File: src/common/fetchRet_cfg.svh
`ifndef FETCHRET_CFG_SVH
`define FETCHRET_CFG_SVH

// return stack entries
`define RS_DEPTH 4

// recovery queue entries, one slot stays free to tell full from empty
`define RRQ_DEPTH 4

// outstanding return predictions held by the resolver
`define PEND_DEPTH 4

`endif

File: src/common/fetchRetPkg.sv
`include "fetchRet_cfg.svh"

package fetchRetPkg;

    // halfword address
    typedef logic [30:0] FetchPc;

    // wraps, so order is only meaningful relative to some base
    typedef logic [4:0] FetchId;

    typedef logic [$clog2(`RS_DEPTH)-1:0] StackIdx;
    typedef logic [$clog2(`RRQ_DEPTH)-1:0] QueueIdx;
    typedef logic [$clog2(`PEND_DEPTH)-1:0] PendSlot;

    typedef enum logic {
        recIdle,
        recRestore
    } RecoverState;

endpackage

File: src/returnStack/returnStack.sv
`timescale 1ns/1ps
`include "fetchRet_cfg.svh"

module returnStack (
    input  logic                 clk,
    input  logic                 rst,
    input  logic                 brValid,
    input  fetchRetPkg::FetchPc  brPc,
    input  logic                 brIsCall,
    input  logic                 brIsRet,
    input  fetchRetPkg::FetchId  brId,
    input  fetchRetPkg::FetchId  commitId,
    input  logic                 misprValid,
    input  fetchRetPkg::FetchId  misprId,
    input  fetchRetPkg::StackIdx misprIdx,
    output logic                 stall,
    output logic                 predValid,
    output fetchRetPkg::FetchPc  predAddr,
    output fetchRetPkg::FetchId  predId,
    output fetchRetPkg::StackIdx predIdx
);
    import fetchRetPkg::*;

    FetchPc  stackMem [`RS_DEPTH];
    StackIdx idxReg;
    StackIdx stackIdx;

    // a call's return address reaches the array one cycle after the call
    logic    pushValid;
    StackIdx pushIdx;
    FetchPc  pushAddr;

    // recovery queue, head is the next free slot and tail the oldest entry
    FetchId  qId [`RRQ_DEPTH];
    StackIdx qIdx [`RRQ_DEPTH];
    FetchPc  qAddr [`RRQ_DEPTH];
    QueueIdx qHead;
    QueueIdx qTail;
    QueueIdx headPrev;
    QueueIdx headNext;

    RecoverState recState;
    FetchId      recoveryId;
    FetchId      recoveryBase;
    FetchId      lastCommitId;

    logic   brTake;
    logic   doCall;
    logic   doRet;
    FetchPc topAddr;
    FetchId headAge;
    FetchId recoveryAge;
    FetchId tailAge;
    FetchId commitAge;
    logic   queueEmpty;
    logic   restoreHit;
    logic   restoreStep;
    logic   commitHit;
    logic   overwrite;

    // branches are dropped while recovering, they belong to the wrong path
    assign brTake = brValid && !misprValid && (recState == recIdle);
    assign doCall = brTake && brIsCall;
    assign doRet = brTake && brIsRet && !brIsCall;

    assign stall = (recState == recRestore);

    assign headPrev = qHead - 1'b1;
    assign headNext = qHead + 1'b1;
    assign queueEmpty = (qHead == qTail);

    // the mispredict index takes effect in the same cycle
    always_comb begin
        stackIdx = idxReg;
        if (misprValid) begin
            stackIdx = misprIdx;
        end else if (doCall) begin
            stackIdx = idxReg + 1'b1;
        end else if (doRet) begin
            stackIdx = idxReg - 1'b1;
        end
    end

    // return right behind a call sees the address before it is written
    assign topAddr = (pushValid && pushIdx == idxReg) ? pushAddr : stackMem[idxReg];

    // all ID ordering is done as distance from a base
    assign headAge = qId[headPrev] - recoveryBase;
    assign recoveryAge = recoveryId - recoveryBase;
    assign restoreHit = !queueEmpty && (headAge >= recoveryAge);
    assign restoreStep = (recState == recRestore) && !misprValid && restoreHit;

    assign tailAge = qId[qTail] - lastCommitId;
    assign commitAge = commitId - lastCommitId;
    assign commitHit = !queueEmpty && (tailAge < commitAge);

    // full queue drops its oldest backup, committed or not
    assign overwrite = doRet && (headNext == qTail);

    always_ff @(posedge clk) begin
        if (rst) begin
            idxReg <= '0;
            pushValid <= 1'b0;
            predValid <= 1'b0;
            qHead <= '0;
            qTail <= '0;
            recState <= recIdle;
            lastCommitId <= '0;
        end else begin
            idxReg <= stackIdx;
            pushValid <= doCall;
            predValid <= doRet;

            if (misprValid) begin
                recState <= recRestore;
            end else if (recState == recRestore) begin
                // walk down from the head, stop at the first older entry
                if (restoreHit) begin
                    qHead <= headPrev;
                end else begin
                    recState <= recIdle;
                end
            end else begin
                if (doRet) begin
                    qHead <= headNext;
                end
                if (overwrite || commitHit) begin
                    qTail <= qTail + 1'b1;
                end
                // one retirement per cycle, base catches up when nothing is left
                if (lastCommitId != commitId) begin
                    lastCommitId <= commitHit ? qId[qTail] : commitId;
                end
            end
        end
    end

    always_ff @(posedge clk) begin
        if (pushValid) begin
            stackMem[pushIdx] <= pushAddr;
        end
        if (restoreStep) begin
            stackMem[qIdx[headPrev]] <= qAddr[headPrev];
        end

        if (doCall) begin
            pushIdx <= idxReg + 1'b1;
            pushAddr <= brPc + 31'd1;
        end

        if (doRet) begin
            // keep the popped entry so a mispredict can put it back
            qId[qHead] <= brId;
            qIdx[qHead] <= idxReg;
            qAddr[qHead] <= topAddr;

            predAddr <= topAddr;
            predId <= brId;
            predIdx <= idxReg;
        end

        if (misprValid) begin
            recoveryId <= misprId;
            recoveryBase <= lastCommitId;
        end
    end

endmodule

File: src/fetchCursor.sv
`timescale 1ns/1ps

module fetchCursor (
    input  logic                clk,
    input  logic                rst,
    input  logic                stall,
    input  logic                fetchValid,
    input  fetchRetPkg::FetchPc fetchPc,
    input  logic                fetchIsCall,
    input  logic                fetchIsRet,
    output logic                fetchReady,
    output logic                brValid,
    output fetchRetPkg::FetchPc brPc,
    output logic                brIsCall,
    output logic                brIsRet,
    output fetchRetPkg::FetchId brId
);
    import fetchRetPkg::*;

    // next ID to hand out, never rewound on a mispredict
    FetchId idCounter;
    logic   accept;

    assign fetchReady = !stall;
    assign accept = fetchValid && fetchReady;

    always_ff @(posedge clk) begin
        if (rst) begin
            brValid <= 1'b0;
            idCounter <= '0;
        end else begin
            brValid <= accept;
            if (accept) begin
                idCounter <= idCounter + 1'b1;
            end
        end
    end

    always_ff @(posedge clk) begin
        if (accept) begin
            brPc <= fetchPc;
            brIsCall <= fetchIsCall;
            // call wins when a descriptor claims both
            brIsRet <= fetchIsRet && !fetchIsCall;
            brId <= idCounter;
        end
    end

endmodule

File: src/fetchRet.sv
`timescale 1ns/1ps

module fetchRet (
    input  logic                clk,
    input  logic                rst,
    input  logic                fetchValid,
    input  fetchRetPkg::FetchPc fetchPc,
    input  logic                fetchIsCall,
    input  logic                fetchIsRet,
    output logic                fetchReady,
    input  fetchRetPkg::FetchId commitId,
    input  logic                resolveValid,
    input  fetchRetPkg::FetchId resolveId,
    input  fetchRetPkg::FetchPc resolveTarget,
    output logic                predValid,
    output fetchRetPkg::FetchPc predAddr,
    output fetchRetPkg::FetchId predId,
    output logic                misprValid,
    output logic                stall
);
    import fetchRetPkg::*;

    // fetch descriptors after the cursor
    logic    brValid;
    FetchPc  brPc;
    logic    brIsCall;
    logic    brIsRet;
    FetchId  brId;

    StackIdx predIdx;
    FetchId  misprId;
    StackIdx misprIdx;

    fetchCursor fetchCursor_inst (
        .clk         (clk),
        .rst         (rst),
        .stall       (stall),
        .fetchValid  (fetchValid),
        .fetchPc     (fetchPc),
        .fetchIsCall (fetchIsCall),
        .fetchIsRet  (fetchIsRet),
        .fetchReady  (fetchReady),
        .brValid     (brValid),
        .brPc        (brPc),
        .brIsCall    (brIsCall),
        .brIsRet     (brIsRet),
        .brId        (brId)
    );

    returnStack returnStack_inst (
        .clk        (clk),
        .rst        (rst),
        .brValid    (brValid),
        .brPc       (brPc),
        .brIsCall   (brIsCall),
        .brIsRet    (brIsRet),
        .brId       (brId),
        .commitId   (commitId),
        .misprValid (misprValid),
        .misprId    (misprId),
        .misprIdx   (misprIdx),
        .stall      (stall),
        .predValid  (predValid),
        .predAddr   (predAddr),
        .predId     (predId),
        .predIdx    (predIdx)
    );

    returnResolver returnResolver_inst (
        .clk           (clk),
        .rst           (rst),
        .predValid     (predValid),
        .predAddr      (predAddr),
        .predId        (predId),
        .predIdx       (predIdx),
        .resolveValid  (resolveValid),
        .resolveId     (resolveId),
        .resolveTarget (resolveTarget),
        .misprValid    (misprValid),
        .misprId       (misprId),
        .misprIdx      (misprIdx)
    );

endmodule

File: src/returnResolver.sv
`timescale 1ns/1ps
`include "fetchRet_cfg.svh"

module returnResolver (
    input  logic                 clk,
    input  logic                 rst,
    input  logic                 predValid,
    input  fetchRetPkg::FetchPc  predAddr,
    input  fetchRetPkg::FetchId  predId,
    input  fetchRetPkg::StackIdx predIdx,
    input  logic                 resolveValid,
    input  fetchRetPkg::FetchId  resolveId,
    input  fetchRetPkg::FetchPc  resolveTarget,
    output logic                 misprValid,
    output fetchRetPkg::FetchId  misprId,
    output fetchRetPkg::StackIdx misprIdx
);
    import fetchRetPkg::*;

    logic [`PEND_DEPTH-1:0] pendValid;
    FetchId  pendId [`PEND_DEPTH];
    FetchPc  pendAddr [`PEND_DEPTH];
    StackIdx pendIdx [`PEND_DEPTH];

    logic                   hit;
    PendSlot                hitSlot;
    logic                   wrongTarget;
    logic                   anyFree;
    PendSlot                freeSlot;
    PendSlot                oldSlot;
    FetchId                 oldAge;
    FetchId                 slotAge;
    FetchId                 slotDiff;
    FetchId                 predDiff;
    logic [`PEND_DEPTH-1:0] younger;
    logic                   insert;
    PendSlot                insertSlot;
    logic [`PEND_DEPTH-1:0] nextValid;

    always_comb begin
        hit = 1'b0;
        hitSlot = '0;
        anyFree = 1'b0;
        freeSlot = '0;
        oldSlot = '0;
        oldAge = '0;
        slotAge = '0;
        slotDiff = '0;
        younger = '0;

        // downward scan so the lowest free slot wins
        for (int i = `PEND_DEPTH - 1; i >= 0; i--) begin
            if (pendValid[i] && pendId[i] == resolveId) begin
                hit = 1'b1;
                hitSlot = PendSlot'(i);
            end
            if (!pendValid[i]) begin
                anyFree = 1'b1;
                freeSlot = PendSlot'(i);
            end
        end

        for (int i = 0; i < `PEND_DEPTH; i++) begin
            // oldest entry is the one furthest behind the incoming ID
            slotAge = predId - pendId[i];
            if (slotAge >= oldAge) begin
                oldAge = slotAge;
                oldSlot = PendSlot'(i);
            end
            // upper half of the ID range counts as older than the resolve
            slotDiff = pendId[i] - resolveId;
            younger[i] = !slotDiff[$bits(FetchId)-1];
        end

        wrongTarget = resolveValid && hit && (pendAddr[hitSlot] != resolveTarget);

        // a prediction arriving with the mispredict is on the wrong path too
        predDiff = predId - resolveId;
        insert = predValid && !(wrongTarget && !predDiff[$bits(FetchId)-1]);
        insertSlot = anyFree ? freeSlot : oldSlot;

        nextValid = pendValid;
        if (resolveValid && hit) begin
            nextValid[hitSlot] = 1'b0;
        end
        if (wrongTarget) begin
            nextValid = nextValid & ~younger;
        end
        if (insert) begin
            nextValid[insertSlot] = 1'b1;
        end
    end

    always_ff @(posedge clk) begin
        if (rst) begin
            pendValid <= '0;
            misprValid <= 1'b0;
        end else begin
            pendValid <= nextValid;
            misprValid <= wrongTarget;
        end
    end

    always_ff @(posedge clk) begin
        if (insert) begin
            pendId[insertSlot] <= predId;
            pendAddr[insertSlot] <= predAddr;
            pendIdx[insertSlot] <= predIdx;
        end
        // stack index from before the pop lets the buffer rewind to it
        if (wrongTarget) begin
            misprId <= resolveId;
            misprIdx <= pendIdx[hitSlot];
        end
    end

endmodule
File: config.mk
export PLATFORM = sky130hd
export DESIGN_NAME = fetchRet
export DESIGN_NICKNAME = d
export VERILOG_FILES = /design/src/common/fetchRetPkg.sv /design/src/returnStack/returnStack.sv /design/src/fetchCursor.sv /design/src/fetchRet.sv /design/src/returnResolver.sv
export VERILOG_INCLUDE_DIRS = /design/src /design/src/common
export SDC_FILE = /design/constraint.sdc
export NUM_CORES = 1
export LEC_CHECK = 0
export ABC_AREA = 1
export CELL_PAD_IN_SITES_DETAIL_PLACEMENT = 0
export CELL_PAD_IN_SITES_GLOBAL_PLACEMENT = 1
export CORE_AREA = 10 10 312 314
export CTS_CLUSTER_DIAMETER = 30
export CTS_CLUSTER_SIZE = 10
export DETAILED_ROUTE_END_ITERATION = 10
export DIE_AREA = 0 0 322 324
export DONT_BUFFER_PORTS = 1
export PLACE_DENSITY_LB_ADDON = 0.1
export SLEW_MARGIN = 20
export SYNTH_ARGS = -nofsm -noshare
export SYNTH_HDL_FRONTEND = slang
export SYNTH_HIERARCHICAL = 1
export SYNTH_SLANG_ARGS = --single-unit
File: constraint.sdc
create_clock -name clk -period 9 [get_ports clk]
set_clock_uncertainty 0.2 [all_clocks]
set_input_delay 0.9 -clock clk [delete_from_list [all_inputs] [get_ports clk]]
set_output_delay 0.9 -clock clk [all_outputs]
set_load 0.02 [all_outputs]
==> results by group, run 1 <==
Yosys
  – Main combinational cell family by area after synthesis: simple AND/OR/NAND/NOR gates
  – Synth Area in Simple Gates: 16.0%
  – Seq/Total Area, Yosys: 63.3%
  – Syn_area_per_cell: 10.7 um^2
  – Post-Synthesis Cells: 2,532
  – Post-Synth Adder-Cell Area: 4.23%
  – Mux share of post-synthesis cell area: 0%
  – Distinct cells, synth: 46
  – Post-synth EDFFs: roughly 550
  – Ys async rst share: 0%
  – Synth Area in XOR/XNOR: under 10%
  – Yosys Warn Count: 6
  – Compound-Gate Fraction of Synth Area: 8.70%
  – Synthesized Nets: around 2.7k
  – FF+latch count, synth: 583
  – Synthesized area: between 20,000 and 30,000 um^2
  – Top FF cell, synth: edfxtp_1

Detailed routing
  – Initial drt markers: roughly 1.3k
  – Via density per instance: about 4.8
  – Final antenna-violating net count: 0
  – Vias: 18.8k
  – WL/cell: 19.8 um
  – Post-route DRC: 0
  – First-pass DRT Iterations: 8
  – WL final: 77,700 um

Setup path
  – CP Capture Type: flip-flop
  – CP startpoint: returnStack_inst/predId[0]$_DFFE_PP_
  – Max stage delay on crit path: 800 ps
  – Arr. time, crit path: 8100 ps
  – RR Startpoint: returnStack_inst/predId[0]$_DFFE_PP_
  – R2R cell count: 34
  – Slowest-stage cell, CP: clkinv_1
  – CP Capture Point: returnResolver_inst/pendAddr[0][8]$_DFFE_PP_
  – Startpoint Class: flip-flop
  – R2r endpoint: returnResolver_inst/pendAddr[0][8]$_DFFE_PP_
  – Critical path's most frequent cell: o21ai_0
  – WP data required: 9240 ps
  – Crit-path max FO: 21
  – Setup CP Type: reg2reg
  – R2r setup slk: 1140 ps

Status
  – Outcome: completed

Global route
  – Vias in the first global route: 19.0k
  – Pin count of the biggest net entering global routing: 82
  – Grt ovf: 0
  – GRT Resource Usage Total: 15.0%
  – First-pass GRT wire length: 119,000 um
  – Antenna violations before repair: 1

Power
  – Pwr/cell area: around 270 nW/um^2
  – Combinational Power Share: 5.9%
  – Sequential power share: 34.3%
  – Pwr Total: 8.98 mW
  – Switching pwr: just over 2 mW
  – Proportion of power drawn by the clock network: between 50 and 60%
  – Internal: 6.91 mW
  – VDD IR max: 0.000174 V
  – Switching Share: 23.1%
  – Static Leak: 12.6 nW

Layout
  – Commonest non-fill, non-tap cell in the layout: edfxtp_1
  – Commonest non-fill, non-tap cells in the layout: edfxtp_1, nand2_1, o21ai_0, nor2_1, inv_1
  – NumNets Final: 2,782
  – Area growth, synth to finish: 24.0%
  – Share of layout cells above drive strength 1: between 10% and 20%
  – Post-layout util: ~37%
  – Non-filler cells, final: 3,935

Clocking
  – CTS resizes: 0
  – Clock root buffer: clkbuf_16
  – Clk slew on worst S/H paths: 40 ps
  – CTS buffer count: around 150
  – CTS Buffer Depth: 3
  – CTS Hold Bufs: 0
  – CTS HTree Levels: 4
  – Post-CTS Setup Inserts: 0
  – TritonCTS clock tree: built
  – Clock Latency Late Sink: 710 ps
  – Clk sinks: 583

Timing
  – Final setup fails: 0
  – Slew HR: approximately 26%
  – Endpoints failing hold: 0
  – Fin Setup TNS: 0 ps
  – Unrepaired setup endpoints after global routing: false
  – Tmin final: 7860 ps
  – Max-slew violation count: 0
  – F_max: 127 MHz
  – Tcrit/Tclk final: 87.4%
  – Final WS setup: 1140 ps
  – Worst slew pin tran: between 1000 and 1500 ps

Placed design
  – Post-Place Cells: 3,648
  – Pre-CTS setup slack: 1070 ps
  – I/O Buffers: 0
  – Detail Placement HPWL: ~50,000 um
  – Gpl congestion: between 0.8 and 0.9

Run
  – MaxCap Viol Count: 0

Floorplanning
  – Floorplan core area: 91,100 um^2
  – Die width: 322 um
  – Die area: 104,000 um^2
  – Initial Util: 29.8%
  – # IOs: 118
  – # rows: 111
  – Die Height: ~320 um

Min path
  – HP Class: in2reg
==> kinds of logic (layout without fill, tap and decap cells) <==
logic type / after synthesis / in the layout
AOI/OAI and AO/OA: 430 / 430
DFF: 583 / 583
and+or+nand+nor: 1012 / 1012
xor gates and xnor gates: 74 / 74
adders and majority gates: 87 / 87
buffers and inverters: 346 / 561
other: 0 / 2
==> cell usage after synthesis (7+ instances only) <==
cell      instances  area (um^2)
xor2_1           45          394
inv_1           234          878
nor2_1          260          976
buf_2            32          160
dfxtp_1          29          581
nor3_1           13         65.1
a21oi_1          51          255
o21ai_1          16         80.1
o32ai_1          33          289
nand2_2           9         56.3
ha_1             79          988
nand3_1         129          646
nand3_2           7         70.1
clkbuf_1         48          180
inv_2             9         33.8
buf_4             8         60.1
o21ai_0         278         1390
o22ai_1          36          225
xnor2_1          29          254
edfxtp_1        554        16600
nand2_1         519         1950
nand4_1          46          288
fa_1              8          160
==> power by group through the flow <==
stage                     logic, mW  clock network, mW  registers [mW]
after global routing          0.623               5.66            3.09
final                         0.526               5.37            3.08
after CTS                     0.535               5.48            3.08
after detailed placement      0.531                  0            3.13
after global placement        0.529                  0            3.13
after floorplan               0.378                  0            3.11
==> through the flow <==
| step | area (um^2) | hold slack (ps) |
|---|---|---|
| after floorplan | 27200 | 200 |
| after global placement | 28500 | 221 |
| after detailed placement | 28500 | 210 |
| after CTS | 33700 | 18.0 |
| after global routing | 33700 | 24.4 |
| final | 33700 | 79.4 |
==> area by class of cell <==
type,count,area [um^2]
antenna,2,5.00
clock buffer,183,3980
clock inverter,102,1210
fill,8932,57400
inverter,246,931
multi-input combinational,1603,8630
sequential,583,17200
tap,1186,1480
timing repair buffer,30,225
==> worst max-delay path: cells and delay by family, from the launching register on <==
family	cells	cell delay, ps
and+or+nand+nor	10	960
buffers and inverters	5	1800
DFF	1	570
xor gates and xnor gates	1	190
AOI/OAI and AO/OA	13	2320
adders and majority gates	5	1510
==> flip-flops by register name, indices dropped and copies added (netlist names), 4 cells and up, named ones only <==
signal,count
returnStack_inst/stackMem,124
returnStack_inst/lastCommitId,5
fetchCursor_inst/idCounter,5
returnStack_inst/recoveryId,5
fetchCursor_inst/brPc,31
fetchCursor_inst/brId,5
returnResolver_inst/pendId,20
returnStack_inst/predAddr,31
returnStack_inst/pushAddr,31
returnResolver_inst/pendValid,4
returnStack_inst/qId,20
returnResolver_inst/pendIdx,8
returnStack_inst/recoveryBase,5
returnResolver_inst/misprId,5
returnStack_inst/qAddr,124
returnStack_inst/predId,5
returnResolver_inst/pendAddr,124
returnStack_inst/qIdx,8
==> worst min-delay path by stage <==
stage / depth (start not counted) / startpoint / to
after floorplan: 0 / returnResolver_inst/misprId[0]$_DFFE_PP_ / returnStack_inst/recoveryId[0]$_DFFE_PP_
after global placement: 0 / returnStack_inst/lastCommitId[2]$_SDFFE_PP0P_ / returnStack_inst/recoveryBase[2]$_DFFE_PP_
after detailed placement: 0 / returnResolver_inst/misprId[0]$_DFFE_PP_ / returnStack_inst/recoveryId[0]$_DFFE_PP_
after CTS: 1 / rst / fetchCursor_inst/brValid$_SDFF_PP0_
after global routing: 1 / rst / fetchCursor_inst/brValid$_SDFF_PP0_
final: 1 / rst / fetchCursor_inst/brValid$_SDFF_PP0_
==> metal layers <==
layer  track usage [%]  vias to the layer above  wire length, um
met5                 0                        -                0
met3              3.45                      118             4580
li1                  -                     9041                -
met1              20.4                     9121            36700
met4              5.10                        0             1710
met2              23.2                      504            34800
Power figures use the tool's default switching activity.
==> run 2: changes to the inputs <==
--- a/config.mk
+++ b/config.mk
@@ -15,7 +15,7 @@
 export DETAILED_ROUTE_END_ITERATION = 10
 export DIE_AREA = 0 0 322 324
 export DONT_BUFFER_PORTS = 1
-export PLACE_DENSITY_LB_ADDON = 0.1
+export PLACE_DENSITY_LB_ADDON = 0.15
 export SLEW_MARGIN = 20
 export SYNTH_ARGS = -nofsm -noshare
 export SYNTH_HDL_FRONTEND = slang
==> run 2 against run 1 <==
Net effect:
- cell count down 0.36%
- critical path depth unchanged
- first-iteration DRC count down 2.3%
- die area unchanged
- register-to-register slack better by 100 ps
- via count down 0.92%
- clock-buffer cell count down 12
- core utilization down 0.18 points
==> results by group, run 2 (synthesized netlist as in run 1, its figures left out) <==
Status
  – Outcome: completed

Clocking
  – CTS buffer count: 147 (-3.9%)
  – CTS HTree Levels: 4 (unchanged)
  – Clock root buffer: clkbuf_16
  – CTS resizes: 0 (unchanged)
  – Post-CTS Setup Inserts: 0 (unchanged)
  – Clk sinks: 583 (unchanged)
  – CTS Buffer Depth: 3 (unchanged)
  – TritonCTS clock tree: built
  – Clk slew on worst S/H paths: 40 ps (about the same)
  – Clock Latency Late Sink: 710 ps (about the same)
  – CTS Hold Bufs: 0 (unchanged)

Layout
  – ANT cells: 0 (-2)
  – Area growth, synth to finish: 23.3%
  – Final instance area: 33,500 um^2 (-0.50%)
  – Commonest non-fill, non-tap cells in the layout: edfxtp_1, nand2_1, o21ai_0, nor2_1, inv_1
  – Area of the multi-input gates: 8630 um^2 (unchanged)
  – Filler instances: 8,928 (-0.045%)
  – Share of layout cells above drive strength 1: 11.7% (-0.13 points)
  – Top flop regs: returnResolver_inst/pendAddr x124, returnStack_inst/qAddr x124, returnStack_inst/stackMem x124
  – Non-filler cells, final: 3,921 (-0.36%)
  – NumNets Final: 2,777 (-0.18%)
  – Register Area: 17,200 um^2 (unchanged)
  – Commonest non-fill, non-tap cell in the layout: edfxtp_1

Timing
  – Slew HR: 24.3% (-1.5 points)
  – F_max: 129 MHz (+1.3%)
  – Max-slew violation count: 0 (unchanged)
  – Final setup fails: 0 (unchanged)
  – Hold slack: 81.8 ps (+2.45 ps)
  – Final WS setup: 1240 ps (+105 ps)
  – Endpoints failing hold: 0 (unchanged)
  – Fin Setup TNS: 0 ps (unchanged)
  – Tmin final: 7760 ps (-105 ps)
  – Worst slew pin tran: 1120 ps (+22.3 ps)
  – Unrepaired setup endpoints after global routing: false
  – Tcrit/Tclk final: 86.2% (-1.2 points)

Detailed routing
  – First-pass DRT Iterations: 5 (-3)
  – Post-route DRC: 0 (unchanged)
  – Vias: 18.6k (-0.92%)
  – Via density per instance: 4.75 (-0.57%)
  – Final antenna-violating net count: 0 (unchanged)
  – Initial drt markers: 1,227 (-2.3%)
  – WL/cell: 19.2 um (-2.6%)
  – WL final: 75,400 um (-3.0%)

Global route
  – Pin count of the biggest net entering global routing: 76 (-7.3%)
  – Grt ovf: 0 (unchanged)
  – First-pass GRT wire length: 115,000 um (-3.5%)
  – GRT Resource Usage Total: 14.4% (-0.56 points)
  – Antenna violations before repair: 0 (-1)
  – Vias in the first global route: 18.5k (-2.6%)

Placed design
  – Post-DP Area: 28,500 um^2 (unchanged)
  – Pre-CTS setup slack: 1170 ps (+92.5 ps)
  – Post-Place Cells: 3,648 (unchanged)
  – Detail Placement HPWL: 48,400 um (-3.2%)
  – I/O Buffers: 0 (unchanged)
  – Gpl congestion: 0.775 (-3.4%)

Setup path
  – Setup CP Type: reg2reg
  – Crit-path max FO: 24 (+14%)
  – Startpoint Class: flip-flop
  – CP bufs+invs: 5 (unchanged)
  – CP Capture Type: flip-flop
  – Arr. time, crit path: 8000 ps (-100 ps)
  – Critical path's most frequent cell: o21ai_0
  – Slowest-stage cell, CP: clkinv_1
  – CP top delay family: compound AO/OA/AOI/OAI gates
  – WP data required: 9240 ps (about the same)
  – Max stage delay on crit path: 750 ps (-50 ps)

Power
  – Static Leak: 12.5 nW (-0.75%)
  – VDD IR max: 0.000167 V (-4.4%)
  – Pwr/cell area: 263 nW/um^2 (-1.5%)

Floorplanning
  – Die area: 104,000 um^2 (unchanged)
  – # rows: 111 (unchanged)
  – # IOs: 118 (unchanged)
  – Initial Util: 29.8% (unchanged)
  – Die width: 322 um (unchanged)
  – Die Height: 324 um (unchanged)
  – Floorplan core area: 91,100 um^2 (unchanged)

Min path
  – HP Class: in2reg

Run
  – MaxCap Viol Count: 0 (unchanged)
-- run 2: metal layers --
metal	track usage [%]	share of wire [%]	vias to the layer above
li1	-	-	9015
met1	19.6	47	9021
met2	22.3	45	481
met3	3.69	6.1	94
met4	4.63	1.7	0
met5	0	0	-
-- run 2: final cells by class --
| class | instances | area share [%] |
|---|---|---|
| Tap cell | 1186 | 4.43 |
| Clock buffer | 171 | 11.5 |
| Clock inverter | 101 | 3.43 |
| Multi-Input combinational cell | 1603 | 25.8 |
| Timing Repair Buffer | 31 | 0.754 |
| Sequential cell | 583 | 51.4 |
| Inverter | 246 | 2.78 |
-- run 2: where the power goes --
part | leakage [nW] | internal [mW] | switching [mW]
sequential | 5.27 | 3.04 | 0.0454
clock | 2.41 | 3.57 | 1.62
combinational | 4.83 | 0.171 | 0.355
-- run 2: worst register-to-register path, delay by kind of cell (launching register included) --
family | cells | cell delay [ps]
xor+xnor | 1 | 250
compound gates | 13 | 2290
fa+ha+maj | 5 | 1470
simple gates | 10 | 950
flops | 1 | 580
buf+inv | 5 | 1710
-- run 2: worst paths after layout --
path                                                 start                                            end  slack (ps)  cells after the start
setup reg to reg      returnStack_inst/predId[0]$_DFFE_PP_  returnResolver_inst/pendAddr[2][13]$_DFFE_PP_        1240                     34
setup / recovery      returnStack_inst/predId[0]$_DFFE_PP_  returnResolver_inst/pendAddr[2][13]$_DFFE_PP_        1240                     34
hold reg to reg   returnResolver_inst/misprId[0]$_DFFE_PP_       returnStack_inst/recoveryId[0]$_DFFE_PP_         230                      0
hold / removal                                         rst      returnResolver_inst/misprValid$_SDFF_PP0_          80                      1
-- run 2: stage by stage --
| step | util, % | power (mW) |
|---|---|---|
| finish | 36.8 | 8.80 |
| global route | 36.8 | 9.17 |
| CTS | 36.8 | 8.92 |
| detailed placement | 31.3 | 3.66 |
| global placement | 31.3 | 3.65 |
| floorplan | - | 3.49 |
